**config.mk**
```make
export PLATFORM = sky130hd
export DESIGN_NAME = usb_trigger_top
export DESIGN_NICKNAME = d
export VERILOG_FILES = /design/src/hw/usb_trigger_pkg.sv /design/src/hw/usb_trigger_regs.sv /design/src/hw/usb_pattern_matcher.sv /design/src/hw/trigger_pulse_gen.sv /design/src/hw/usb_trigger_top.sv
export VERILOG_INCLUDE_DIRS = /design/src /design/src/include
export SDC_FILE = /design/constraint.sdc
export NUM_CORES = 1
export LEC_CHECK = 0
export ABC_CLOCK_PERIOD_IN_PS = 3900
export CAP_MARGIN = 10
export CORE_MARGIN = 8
export CORE_UTILIZATION = 45
export DETAILED_ROUTE_END_ITERATION = 7
export DONT_BUFFER_PORTS = 1
export GPL_ROUTABILITY_DRIVEN = 0
export PLACE_DENSITY = 0.59
export SYNTH_ARGS = -nofsm -noshare
export SYNTH_HDL_FRONTEND = slang
export SYNTH_SLANG_ARGS = --single-unit
export TNS_END_PERCENT = 1
```
**constraint.sdc**
```tcl
create_clock -name fe_clk -period 3.9 [get_ports fe_clk]
set_input_delay 0.39 -clock fe_clk [delete_from_list [all_inputs] [get_ports fe_clk]]
set_output_delay 0.39 -clock fe_clk [all_outputs]
set_load 0.05 [all_outputs]
```
**src/include/usb_trigger_params.svh**
```systemverilog
`ifndef USB_TRIGGER_PARAMS_SVH
`define USB_TRIGGER_PARAMS_SVH

//////////////////////////////
// pattern matcher sizes
//////////////////////////////
`define PATTERN_BYTES      8
`define PATTERN_CNT_WIDTH  4    // holds 1..8

//////////////////////////////
// trigger pulse train
//////////////////////////////
`define NUM_PULSES         4
`define PULSE_IDX_WIDTH    2
`define TRIG_DELAY_WIDTH   20   // cycles of fe_clk
`define TRIG_WIDTH_WIDTH   17

// register bus
`define BYTECNT_WIDTH      4

// register map
`define REG_ARM            8'h00
`define REG_SPEED          8'h01
`define REG_PATTERN        8'h02
`define REG_MASK           8'h03
`define REG_PATTERN_BYTES  8'h04
`define REG_NUM_TRIGGERS   8'h05
`define REG_TRIG_DELAY     8'h06   // 3 byte lanes per pulse
`define REG_TRIG_WIDTH     8'h07   // 3 byte lanes per pulse
`define REG_STATUS         8'h08

`endif

```
**src/hw/usb_trigger_pkg.sv**
```systemverilog
`include "usb_trigger_params.svh"

package usb_trigger_pkg;

   //////////////////////////////
   // register bus types
   //////////////////////////////
   typedef logic [7:0]                      reg_addr_t;
   typedef logic [7:0]                      reg_data_t;
   typedef logic [`BYTECNT_WIDTH-1:0]       bytecnt_t;

   // data byte from the PHY
   typedef logic [7:0]                      fe_byte_t;

   // byte k of a pattern or mask sits at bits 8k+7:8k
   typedef logic [`PATTERN_BYTES*8-1:0]     pattern_t;
   typedef logic [`PATTERN_CNT_WIDTH-1:0]   pattern_cnt_t;

   typedef logic [`PULSE_IDX_WIDTH-1:0]     pulse_idx_t;    // pulse count minus one
   typedef logic [`TRIG_DELAY_WIDTH-1:0]    trig_delay_t;
   typedef logic [`TRIG_WIDTH_WIDTH-1:0]    trig_width_t;

   typedef enum logic [1:0] {
      SPEED_FS   = 2'd0,
      SPEED_LS   = 2'd1,
      SPEED_HS   = 2'd2,
      SPEED_AUTO = 2'd3   // no autodetect, behaves as FS
   } usb_speed_t;

   typedef enum logic [1:0] {
      TRIG_IDLE,
      TRIG_DELAY,
      TRIG_PULSE
   } trig_state_t;

endpackage

```
**src/hw/usb_trigger_regs.sv**
```systemverilog
`timescale 1ns/100ps
`include "usb_trigger_params.svh"

module usb_trigger_regs import usb_trigger_pkg::*; (
   input  logic          fe_clk,
   input  logic          rst_i,
   input  reg_addr_t     reg_addr_i,
   input  bytecnt_t      reg_bytecnt_i,
   input  reg_data_t     reg_wdata_i,
   input  logic          reg_write_i,
   output reg_data_t     reg_rdata_o,
   input  logic          trig_done_i,
   output logic          armed_o,
   output usb_speed_t    speed_o,
   output pattern_t      pattern_o,
   output pattern_t      mask_o,
   output pattern_cnt_t  pattern_bytes_o,
   output pulse_idx_t    num_triggers_o,
   output trig_delay_t   trig_delay_o [`NUM_PULSES],
   output trig_width_t   trig_width_o [`NUM_PULSES]
);

   localparam int PAT_IDX_W = $clog2(`PATTERN_BYTES);
   localparam int LANE_BITS = 24;   // three byte lanes per pulse

   logic          armed_q;
   logic          triggered_q;
   usb_speed_t    speed_q;
   pattern_t      pattern_q;
   pattern_t      mask_q;
   pattern_cnt_t  pattern_bytes_q;
   pulse_idx_t    num_triggers_q;
   trig_delay_t   trig_delay_q [`NUM_PULSES];
   trig_width_t   trig_width_q [`NUM_PULSES];

   logic                  pat_lane_ok;
   logic                  lane_hit;
   pulse_idx_t            lane_pulse;
   logic [1:0]            lane_byte;
   logic [LANE_BITS-1:0]  delay_bytes;
   logic [LANE_BITS-1:0]  width_bytes;
   logic [LANE_BITS-1:0]  delay_wr;
   logic [LANE_BITS-1:0]  width_wr;
   pattern_cnt_t          pattern_bytes_wr;

   //////////////////////////////
   // byte lane decode
   //////////////////////////////
   assign pat_lane_ok = reg_bytecnt_i < bytecnt_t'(`PATTERN_BYTES);

   // bytecnt 3p+b -> pulse p, byte b
   always_comb begin
      lane_hit   = 1'b0;
      lane_pulse = '0;
      lane_byte  = '0;
      for (int p = 0; p < `NUM_PULSES; p++) begin
         for (int b = 0; b < 3; b++) begin
            if (reg_bytecnt_i == bytecnt_t'(3 * p + b)) begin
               lane_hit   = 1'b1;
               lane_pulse = pulse_idx_t'(p);
               lane_byte  = 2'(b);
            end
         end
      end
   end

   assign delay_bytes = LANE_BITS'(trig_delay_q[lane_pulse]);  // upper bits read as zero
   assign width_bytes = LANE_BITS'(trig_width_q[lane_pulse]);

   always_comb begin
      delay_wr = delay_bytes;
      width_wr = width_bytes;
      delay_wr[8*lane_byte +: 8] = reg_wdata_i;
      width_wr[8*lane_byte +: 8] = reg_wdata_i;
   end

   // clip length into 1..8
   always_comb begin
      if (reg_wdata_i == 8'd0)
         pattern_bytes_wr = pattern_cnt_t'(1);
      else if (reg_wdata_i > 8'(`PATTERN_BYTES))
         pattern_bytes_wr = pattern_cnt_t'(`PATTERN_BYTES);
      else
         pattern_bytes_wr = reg_wdata_i[`PATTERN_CNT_WIDTH-1:0];
   end

   //////////////////////////////
   // register writes
   //////////////////////////////
   always_ff @(posedge fe_clk) begin
      if (rst_i) begin
         armed_q         <= 1'b0;
         triggered_q     <= 1'b0;
         speed_q         <= SPEED_FS;
         pattern_q       <= '0;
         mask_q          <= '0;
         pattern_bytes_q <= pattern_cnt_t'(1);
         num_triggers_q  <= '0;
         for (int p = 0; p < `NUM_PULSES; p++) begin
            trig_delay_q[p] <= '0;
            trig_width_q[p] <= trig_width_t'(1);
         end
      end else begin
         if (reg_write_i && reg_addr_i == `REG_ARM) begin
            armed_q     <= reg_wdata_i[0];
            triggered_q <= 1'b0;   // new run
         end else if (trig_done_i) begin
            armed_q     <= 1'b0;   // train finished, disarm
            triggered_q <= 1'b1;
         end
         if (reg_write_i) begin
            case (reg_addr_i)
               `REG_SPEED:         speed_q <= usb_speed_t'(reg_wdata_i[1:0]);
               `REG_PATTERN:       if (pat_lane_ok)
                  pattern_q[8*reg_bytecnt_i[PAT_IDX_W-1:0] +: 8] <= reg_wdata_i;
               `REG_MASK:          if (pat_lane_ok)
                  mask_q[8*reg_bytecnt_i[PAT_IDX_W-1:0] +: 8] <= reg_wdata_i;
               `REG_PATTERN_BYTES: pattern_bytes_q <= pattern_bytes_wr;
               `REG_NUM_TRIGGERS:  num_triggers_q  <= reg_wdata_i[`PULSE_IDX_WIDTH-1:0];
               `REG_TRIG_DELAY:    if (lane_hit)
                  trig_delay_q[lane_pulse] <= delay_wr[`TRIG_DELAY_WIDTH-1:0];
               `REG_TRIG_WIDTH:    if (lane_hit)
                  trig_width_q[lane_pulse] <= width_wr[`TRIG_WIDTH_WIDTH-1:0];
               default: ;
            endcase
         end
      end
   end

   //////////////////////////////
   // read mux, no side effects
   //////////////////////////////
   always_comb begin
      reg_rdata_o = '0;
      case (reg_addr_i)
         `REG_ARM:           reg_rdata_o = {7'd0, armed_q};
         `REG_SPEED:         reg_rdata_o = {6'd0, speed_q};
         `REG_PATTERN:       if (pat_lane_ok)
            reg_rdata_o = pattern_q[8*reg_bytecnt_i[PAT_IDX_W-1:0] +: 8];
         `REG_MASK:          if (pat_lane_ok)
            reg_rdata_o = mask_q[8*reg_bytecnt_i[PAT_IDX_W-1:0] +: 8];
         `REG_PATTERN_BYTES: reg_rdata_o = 8'(pattern_bytes_q);
         `REG_NUM_TRIGGERS:  reg_rdata_o = 8'(num_triggers_q);
         `REG_TRIG_DELAY:    if (lane_hit) reg_rdata_o = delay_bytes[8*lane_byte +: 8];
         `REG_TRIG_WIDTH:    if (lane_hit) reg_rdata_o = width_bytes[8*lane_byte +: 8];
         `REG_STATUS:        reg_rdata_o = {6'd0, triggered_q, armed_q};
         default: ;
      endcase
   end

   assign armed_o         = armed_q;
   assign speed_o         = speed_q;
   assign pattern_o       = pattern_q;
   assign mask_o          = mask_q;
   assign pattern_bytes_o = pattern_bytes_q;
   assign num_triggers_o  = num_triggers_q;
   assign trig_delay_o    = trig_delay_q;
   assign trig_width_o    = trig_width_q;

endmodule

```
**src/hw/usb_pattern_matcher.sv**
```systemverilog
`timescale 1ns/100ps
`include "usb_trigger_params.svh"

module usb_pattern_matcher import usb_trigger_pkg::*; (
   input  logic          fe_clk,
   input  logic          rst_i,
   input  logic          armed_i,
   input  pattern_t      pattern_i,
   input  pattern_t      mask_i,
   input  pattern_cnt_t  pattern_bytes_i,
   input  fe_byte_t      fe_data_i,
   input  logic          fe_rxvalid_i,
   output logic          match_o
);

   fe_byte_t      hist_q [`PATTERN_BYTES];   // byte 0 is newest
   pattern_cnt_t  hist_cnt_q;                // valid bytes, saturates
   logic          shifted_q;                 // last edge took a byte

   logic          bytes_equal;
   logic          enough_bytes;

   //////////////////////////////
   // received byte history
   //////////////////////////////
   always_ff @(posedge fe_clk) begin
      if (rst_i || !armed_i) begin
         hist_cnt_q <= '0;
         shifted_q  <= 1'b0;
         for (int k = 0; k < `PATTERN_BYTES; k++) begin
            hist_q[k] <= '0;
         end
      end else begin
         shifted_q <= fe_rxvalid_i;
         if (fe_rxvalid_i) begin
            hist_q[0] <= fe_data_i;
            for (int k = 1; k < `PATTERN_BYTES; k++) begin
               hist_q[k] <= hist_q[k-1];
            end
            if (hist_cnt_q < pattern_cnt_t'(`PATTERN_BYTES))
               hist_cnt_q <= hist_cnt_q + 1'b1;
         end
      end
   end

   //////////////////////////////
   // masked compare
   //////////////////////////////

   // only bytes below the programmed length count
   always_comb begin
      bytes_equal = 1'b1;
      for (int k = 0; k < `PATTERN_BYTES; k++) begin
         if (pattern_cnt_t'(k) < pattern_bytes_i) begin
            if (((hist_q[k] ^ pattern_i[8*k +: 8]) & mask_i[8*k +: 8]) != 8'd0)
               bytes_equal = 1'b0;
         end
      end
   end

   // no match on a partly filled history
   assign enough_bytes = hist_cnt_q >= pattern_bytes_i;

   // one-cycle pulse after the completing byte
   always_ff @(posedge fe_clk) begin
      if (rst_i || !armed_i) begin
         match_o <= 1'b0;
      end else begin
         match_o <= shifted_q && enough_bytes && bytes_equal;
      end
   end

endmodule

```
**src/hw/trigger_pulse_gen.sv**
```systemverilog
`timescale 1ns/100ps
`include "usb_trigger_params.svh"

module trigger_pulse_gen import usb_trigger_pkg::*; (
   input  logic         fe_clk,
   input  logic         rst_i,
   input  logic         match_i,
   input  pulse_idx_t   num_triggers_i,
   input  trig_delay_t  trig_delay_i [`NUM_PULSES],
   input  trig_width_t  trig_width_i [`NUM_PULSES],
   output logic         trig_o,
   output logic         busy_o,
   output logic         done_o
);

   trig_state_t  state_q;
   pulse_idx_t   idx_q;
   trig_delay_t  cnt_q;        // shared by delay and width phases

   logic         cnt_last;
   logic         last_pulse;
   logic         load_pulse;
   pulse_idx_t   sel_idx;
   trig_delay_t  load_delay;
   trig_delay_t  load_width;
   trig_delay_t  cur_width;

   // width of 0 still gives one high cycle
   function automatic trig_delay_t eff_width(trig_width_t w);
      if (w == '0)
         return trig_delay_t'(1);
      else
         return trig_delay_t'(w);
   endfunction

   //////////////////////////////
   // next pulse selection
   //////////////////////////////
   assign cnt_last   = cnt_q == trig_delay_t'(1);
   assign last_pulse = idx_q == num_triggers_i;

   // first pulse from idle, next one when a pulse ends
   assign load_pulse = (state_q == TRIG_IDLE && match_i) ||
                       (state_q == TRIG_PULSE && cnt_last && !last_pulse);

   assign sel_idx    = (state_q == TRIG_IDLE) ? pulse_idx_t'(0) : idx_q + 1'b1;
   assign load_delay = trig_delay_i[sel_idx];
   assign load_width = eff_width(trig_width_i[sel_idx]);
   assign cur_width  = eff_width(trig_width_i[idx_q]);

   //////////////////////////////
   // pulse train FSM
   //////////////////////////////
   always_ff @(posedge fe_clk) begin
      if (rst_i) begin
         state_q <= TRIG_IDLE;
         idx_q   <= '0;
         cnt_q   <= '0;
         trig_o  <= 1'b0;
         done_o  <= 1'b0;
      end else begin
         done_o <= 1'b0;
         case (state_q)
            TRIG_DELAY: begin
               if (cnt_last) begin
                  state_q <= TRIG_PULSE;
                  trig_o  <= 1'b1;
                  cnt_q   <= cur_width;
               end else begin
                  cnt_q <= cnt_q - 1'b1;
               end
            end
            TRIG_PULSE: begin
               if (cnt_last) begin
                  trig_o <= 1'b0;
                  if (last_pulse) begin
                     state_q <= TRIG_IDLE;
                     done_o  <= 1'b1;   // regs disarm on this
                  end
               end else begin
                  cnt_q <= cnt_q - 1'b1;
               end
            end
            default: ;   // idle, matches handled below
         endcase

         // start of a pulse overrides the case above
         if (load_pulse) begin
            idx_q <= sel_idx;
            if (load_delay == '0) begin
               state_q <= TRIG_PULSE;   // no gap, go high now
               trig_o  <= 1'b1;
               cnt_q   <= load_width;
            end else begin
               state_q <= TRIG_DELAY;
               cnt_q   <= load_delay;
            end
         end
      end
   end

   assign busy_o = state_q != TRIG_IDLE;

endmodule

```
**src/hw/usb_trigger_top.sv**
```systemverilog
`timescale 1ns/100ps
`include "usb_trigger_params.svh"

module usb_trigger_top import usb_trigger_pkg::*; (
   input  logic        fe_clk,
   input  logic        rst_i,
   // register access
   input  reg_addr_t   reg_addr_i,
   input  bytecnt_t    reg_bytecnt_i,
   input  reg_data_t   reg_wdata_i,
   input  logic        reg_write_i,
   output reg_data_t   reg_rdata_o,
   // PHY receive side
   input  fe_byte_t    fe_data_i,
   input  logic        fe_rxvalid_i,
   output logic [1:0]  fe_xcvrsel_o,
   output logic        fe_termsel_o,
   // ChipWhisperer trigger and LEDs
   output logic        cw_trig_o,
   output logic        led_trig_o,
   output logic        led_cap_o
);

   logic          armed;
   logic          match;
   logic          trig_done;
   logic          trig_busy;
   usb_speed_t    speed;
   pattern_t      pattern;
   pattern_t      mask;
   pattern_cnt_t  pattern_bytes;
   pulse_idx_t    num_triggers;
   trig_delay_t   trig_delay [`NUM_PULSES];
   trig_width_t   trig_width [`NUM_PULSES];

   usb_trigger_regs u_regs (
      .fe_clk           (fe_clk),
      .rst_i            (rst_i),
      .reg_addr_i       (reg_addr_i),
      .reg_bytecnt_i    (reg_bytecnt_i),
      .reg_wdata_i      (reg_wdata_i),
      .reg_write_i      (reg_write_i),
      .reg_rdata_o      (reg_rdata_o),
      .trig_done_i      (trig_done),
      .armed_o          (armed),
      .speed_o          (speed),
      .pattern_o        (pattern),
      .mask_o           (mask),
      .pattern_bytes_o  (pattern_bytes),
      .num_triggers_o   (num_triggers),
      .trig_delay_o     (trig_delay),
      .trig_width_o     (trig_width)
   );

   usb_pattern_matcher u_matcher (
      .fe_clk           (fe_clk),
      .rst_i            (rst_i),
      .armed_i          (armed),
      .pattern_i        (pattern),
      .mask_i           (mask),
      .pattern_bytes_i  (pattern_bytes),
      .fe_data_i        (fe_data_i),
      .fe_rxvalid_i     (fe_rxvalid_i),
      .match_o          (match)
   );

   trigger_pulse_gen u_pulse_gen (
      .fe_clk           (fe_clk),
      .rst_i            (rst_i),
      .match_i          (match),
      .num_triggers_i   (num_triggers),
      .trig_delay_i     (trig_delay),
      .trig_width_i     (trig_width),
      .trig_o           (cw_trig_o),
      .busy_o           (trig_busy),
      .done_o           (trig_done)
   );

   //////////////////////////////
   // speed to PHY select decode
   //////////////////////////////
   always_comb begin
      case (speed)
         SPEED_LS: begin
            fe_xcvrsel_o = 2'b10;
            fe_termsel_o = 1'b1;
         end
         SPEED_HS: begin
            fe_xcvrsel_o = 2'b00;
            fe_termsel_o = 1'b0;   // HS termination
         end
         default: begin            // FS, and AUTO falls back to FS
            fe_xcvrsel_o = 2'b01;
            fe_termsel_o = 1'b1;
         end
      endcase
   end

   assign led_cap_o  = armed;
   assign led_trig_o = trig_busy;   // lit for the whole train

endmodule

```
## Yosys cells after proc, flatten, opt, wreduce, memory -nomap -nowiden

Memory sizes are Yosys's and may differ from the RTL's.
Index checks and enable logic that the tools add are counted.

- $lt $le $gt $ge: 16
- Reduce and logical (&&, ||, !) cells: 41
- Shift operators: 8
- Bitwise operators: 29
- Equality and inequality tests: 29
- Muxes and demuxes: 117
- Add/subtract/negate cells: 5

Operators by type and width:

| kind | count |
|---|---|
| 20-bit 2-to-1 mux | 9 |
| 17-bit 2-to-1 mux | 9 |
| 64-bit bitwise mux | 2 |
| 64-bit by 7-bit variable part select with 8-bit output | 2 |
| 17-bit binary-select mux with 2-bit select | 3 |
| 8-bit 2-to-1 mux | 12 |
| 20-bit binary-select mux with 2-bit select | 2 |
| 80-bit bitwise mux | 1 |
| 8-bit one-hot mux with 9 select lines | 1 |
| 68-bit bitwise mux | 1 |
| 8-bit AND | 8 |
| 8-bit nonzero test | 8 |
| 8-bit by 34-bit variable shift with 64-bit output, first input constant | 1 |
| 8-bit by 34-bit variable part select with 64-bit output | 1 |
| 8-bit bitwise XOR | 8 |
| 24-bit bitwise mux | 2 |
| 24-bit by 6-bit variable part select with 8-bit output | 2 |
| 1-bit 2-to-1 mux | 45 |
| 2-bit 2-to-1 mux | 22 |
| 20-bit demux with 2-bit select | 1 |
| 20-bit one-hot mux with 2 select lines | 1 |
| 17-bit demux with 2-bit select | 1 |
| 17-bit logical NOT | 2 |
| 5-bit negation with 34-bit output | 1 |
| other kinds (48) | 100 |

- Input bits: 32
- Output and inout bits: 14
- Memories kept: 1
- Logic and storage cells: 269
- Register bits after elaboration: 318
- Bits in writable memories: 64

Memory list:

| name | depth | width | rd ports | clocked after memory_dff | wr ports | line | RTL |
|---|---|---|---|---|---|---|---|
| u_matcher.hist_q | 8 | 8 | 8 | 0 | 8 | usb_pattern_matcher.sv:16 | `` fe_byte_t hist_q [`PATTERN_BYTES]; `` |

## Logic depth before layout (Yosys ltp)

An unclocked memory read counts as a cell.

- Depth after elaboration: 21
- Mapped depth: 16
- Mapped depth without buffers: 12

## Hierarchy

Synthesis repeated with hierarchy kept, for this count alone.

- Cell total of the unflattened synthesis: 2274
- Area total of the unflattened synthesis: 21001.4 µm²

Modules (own cells, without submodules):

| module | sequential area each (µm²) | cells each | area each (µm²) | times used |
|---|---|---|---|---|
| usb_trigger_regs | 5725.5 | 1530 | 13455.4 | 1 |
| trigger_pulse_gen | 520.5 | 449 | 3891.2 | 1 |
| usb_pattern_matcher | 2042.0 | 290 | 3618.5 | 1 |
| usb_trigger_top | 0.0 | 5 | 36.3 | 1 |

## Worst setup path before layout

OpenSTA, ideal clock, no wires.

- Path kind: input-to-output
- From: in reg_bytecnt_i[1]
- To: out reg_rdata_o[3]
- Required time: 3510 ps
- Cell stages on the path: 14
- Data arrival time: 3841 ps
- Setup slack: -331 ps
- Buffers on the path: 5
- Path through: clkbuf_1 buf_1 inv_1 ha_1 or4_1 a22o_1 or2_2 clkbuf_1 clkbuf_1 clkbuf_1 o221ai_1 nor3_1 a221oi_1 o211ai_1

- Longest elaborated chain between the ends: 17
- Elaborated cells between the ends (all ways): 61
- Classes of those cells: 1 x order compare; 11 x eq/ne; 4 x shift; 43 x mux; 1 x bitwise; 1 x reduce/logical

RTL lines:

| what | line | RTL |
|---|---|---|
| start, declared | usb_trigger_top.sv:9 | `input bytecnt_t reg_bytecnt_i,` |
| 4-bit by 2-bit equality test with 1-bit output | usb_trigger_regs.sv:58 | `if (reg_bytecnt_i == bytecnt_t'(3 * p + b)) begin` |
| 1-bit 2-to-1 mux (3 in a row) | usb_trigger_regs.sv:58 |  |
| 2-bit 2-to-1 mux (6 in a row) | usb_trigger_regs.sv:58 |  |
| 2-bit inverter with 3-bit output (not written as such) | usb_trigger_regs.sv:67, usb_trigger_regs.sv:68 |  |
| 17-bit binary-select mux with 2-bit select / 20-bit binary-select mux with 2-bit select (equally long branches) | usb_trigger_regs.sv:68, usb_trigger_regs.sv:67 |  |
| 17-bit 2-to-1 mux (not written as such) / 20-bit 2-to-1 mux (equally long branches) (2 in a row) | usb_trigger_regs.sv:68, usb_trigger_regs.sv:67 |  |
| 24-bit by 6-bit variable part select with 8-bit output, on equally long branches | usb_trigger_regs.sv:145, usb_trigger_regs.sv:144 |  |
| 8-bit 2-to-1 mux, on equally long branches | usb_trigger_regs.sv:145, usb_trigger_regs.sv:144 |  |
| 8-bit one-hot mux with 9 select lines (*) | usb_trigger_regs.sv:135 | `case (reg_addr_i)` |
| end, declared | usb_trigger_top.sv:12 | `output reg_data_t reg_rdata_o,` |

Every way passes the cells marked *; elsewhere a longest branch is shown, timed or not. The select of a mux whose other input is x is not followed.

## Worst setup path after layout

- From: in reg_bytecnt_i[0]
- To: out reg_rdata_o[3]

The elaborated chain is that of the path after synthesis.

==> impl_metrics.toml <==
[floorplan]
fp-row-count = 77
die_h_um = 228
design.die.area_mm2 = 0.0519
die_width_um = 228
initial_core_util_pct = 45.6
io_pins = 46
coreArea_mm2 = 0.0443

[global_routing]
global_route.overflow_total = 0
grt_pass1_wl_mm = 111
grt_max_degree = 202
grt_antenna_before_repair = 1
grt_pass1_vias = 17773
grt_usage_pct = 27.0

[detailed_routing]
totalWireLength_mm = 73.4
drcViolationCount = 0
viasPerCell = 6.36
wl_per_cell_um = 25.1
first_pass_iters = 6
via_count = 18583
drtIter0Drc = 2222
ant_nets = 0

[placement]
dpl.cell_count = 2732
port_buffers = 0
dp_worst_setup_slack_ns = 0.00989
placed_cell_area_mm2 = 0.0208
dp_hpwl_mm = 48.5

[synth]
synthArstFlopShare_pct = 0
synth_cell_types = 71
synth_fp_nets = 2322
syn_inst = 2267
synth_edf_count = 64
synth-main-ff-cell = "dfxtp_1"
synthesis.area_mm2 = 0.0202
avgSynthCellArea_um2 = 8.91
ys_seq_elements = 382
synth_warnings = 0
ys_seq_area_share_pct = 41.0

[setup_path]
path_max_fanout = 43
critPathLaunchType = "primary input"
path_class = "primary input to primary output"
worst-endpoint-arrival_ns = 3.38
end_kind = "primary output"
worstPathRequired_ns = 3.51

[clock_network]
clk-insertion-delay-late_ns = 0.58
cts_buffer_depth = 3
cts_tree = "built"
cts_root_buffer = "clkbuf_16"
numClockSinks = 382
clkTransAtPathRegs_ns = 0.06
cts_inserted_buffers = 42
h-tree-depth = 2

[cells_and_area]
layout.nets = 2353
fill_cells = 4101
final_util_pct = 52.8
num_antenna_cells = 0
layout_commonest_cell = "dfxtp_1"
syn_to_final_growth_pct = 15.7
drive_gt1_share_pct = 10.2
layout.cells.non_filler = 2924
final_area_mm2 = 0.0234
layout_common_cells = "316 x dfxtp_1, 305 x nor2_1, 175 x nand2_1"

[timing]
max_freq_mhz = 265
totalNegativeSetupSlack_ns = 0
fin_crit_sh_pct = 96.6
finalHoldViolCount = 0
drv_slew = 0
fin_crit_ns = 3.77
whs_ns = 0.0346
rsz0062_at_grt = "no"
tightest_slew_ns = 1.14
relSlewSlack_pct = 23.8
clock-skew-final_ns = 0.0147
setup_slack_ns = 0.132
setup_violations = 0

[run_status]
outcome = "finished, final reports clean"

[min_path]
hold_path_class = "primary input to flip-flop"

[pwr]
leakagePower_nw = 8.92
vdd_drop_max_mv = 0.341
power_mw = 9.47
power_density_mw_per_mm2 = 405

[flow_run]
maxCapViolCount = 0
path summary, 6_finish.rpt:
path | to | from | slack, ns | cells past startpoint
worst min-delay path | u_matcher.hist_q[0][2] | fe_rxvalid_i | 0.03 | 1
worst min register to register | u_regs.mask_o[44] | u_regs.mask_o[44] | 0.47 | 2
worst max register to register | u_pulse_gen.state_q[1] | u_pulse_gen.state_q[0] | 0.58 | 9
worst max-delay path | reg_rdata_o[3] | reg_bytecnt_i[0] | 0.13 | 11
critical path, stage by stage:
cell      delay (ns)
inv_1           0.19
ha_1            0.32
or2_2           0.23
a22o_1          0.18
nand2b_1        0.10
buf_4           0.47
nor2_1          0.09
nor3_1          0.59
a221oi_1        0.24
o211ai_1        0.25
buf_4           0.27
sequential cells by signal, indices dropped and copies added, names as in the netlist:
signal	count
u_regs.triggered_q	1
u_regs.trig_width_o	68
u_pulse_gen.cnt_q	20
u_regs.mask_o	64
u_regs.pattern_o	64
u_regs.armed_o	1
u_pulse_gen.trig_o	1
u_regs.speed_o	2
u_matcher.match_o	1
u_matcher.shifted_q	1
u_pulse_gen.idx_q	2
u_regs.pattern_bytes_o	4
u_matcher.hist_cnt_q	4
u_matcher.hist_q	64
u_pulse_gen.done_o	1
u_pulse_gen.state_q	2
u_regs.num_triggers_o	2
u_regs.trig_delay_o	80
per-layer routing:
layer / up-vias / part of all wire [%] / GRT usage (%) / wire, um
li1: 8474 / - / - / -
met1: 9077 / 40 / 33.4 / 29000
met2: 821 / 47 / 44.4 / 34700
met3: 209 / 6.4 / 3.70 / 4730
met4: 2 / 6.7 / 16.2 / 4910
met5: - / 0.015 / 0 / 11
cells in the mapped netlist, drive strengths merged (24+ instances only):
cell type / number / area share [%]
o22ai: 52 / 1.6
and2: 43 / 1.3
a21oi: 160 / 4.0
a211oi: 167 / 6.2
buf: 24 / 0.56
dfxtp: 318 / 32
clkbuf: 156 / 2.9
nor4: 31 / 0.96
xor2: 73 / 3.2
nand2: 175 / 3.3
mux2i: 66 / 3.3
edfxtp: 64 / 9.5
nor3: 56 / 1.4
inv: 26 / 0.48
nand3: 120 / 3.0
mux4: 61 / 6.8
and3: 56 / 1.7
nor2: 318 / 5.9
a22oi: 56 / 2.1
logic make-up (layout without fill, tap and decap cells):
logic type      after synthesis  after routing  synth area share [%]
mux                         142            142                  10.9
xor+xnor                     85             85                  3.68
simple gates                880            880                  20.4
fa+ha+maj                    23             23                  1.42
flops                       382            382                  41.0
compound gates              549            549                  18.6
buf+inv                     206            271                  3.94
area by class of cell:
cell class                 instances  area [um2]  area share [%]
sequential                       382        8290            35.5
tap                              592         741            3.17
timing repair buffer             167        1660            7.09
clock inverter                    10         154           0.658
clock buffer                      68        1240            5.31
multi-input combinational       1679       11200            47.9
inverter                          26        97.6           0.417
report_power, final:
group	internal (mW)	switching [mW]	total (mW)
logic	0.502	0.824	1.33
clock network	2.39	1.69	4.07
registers	4.02	0.0422	4.07
what timing repair did:
action | 4_1_cts | 5_1_grt
endpoints found under the setup margin | 0 | 19
gates resized for setup | 0 | 2
hold buffers | 114 | 0
buffers inserted | 0 | 0
hold endpoints to repair | 308 | 0
(Power assumes the default switching activity.)
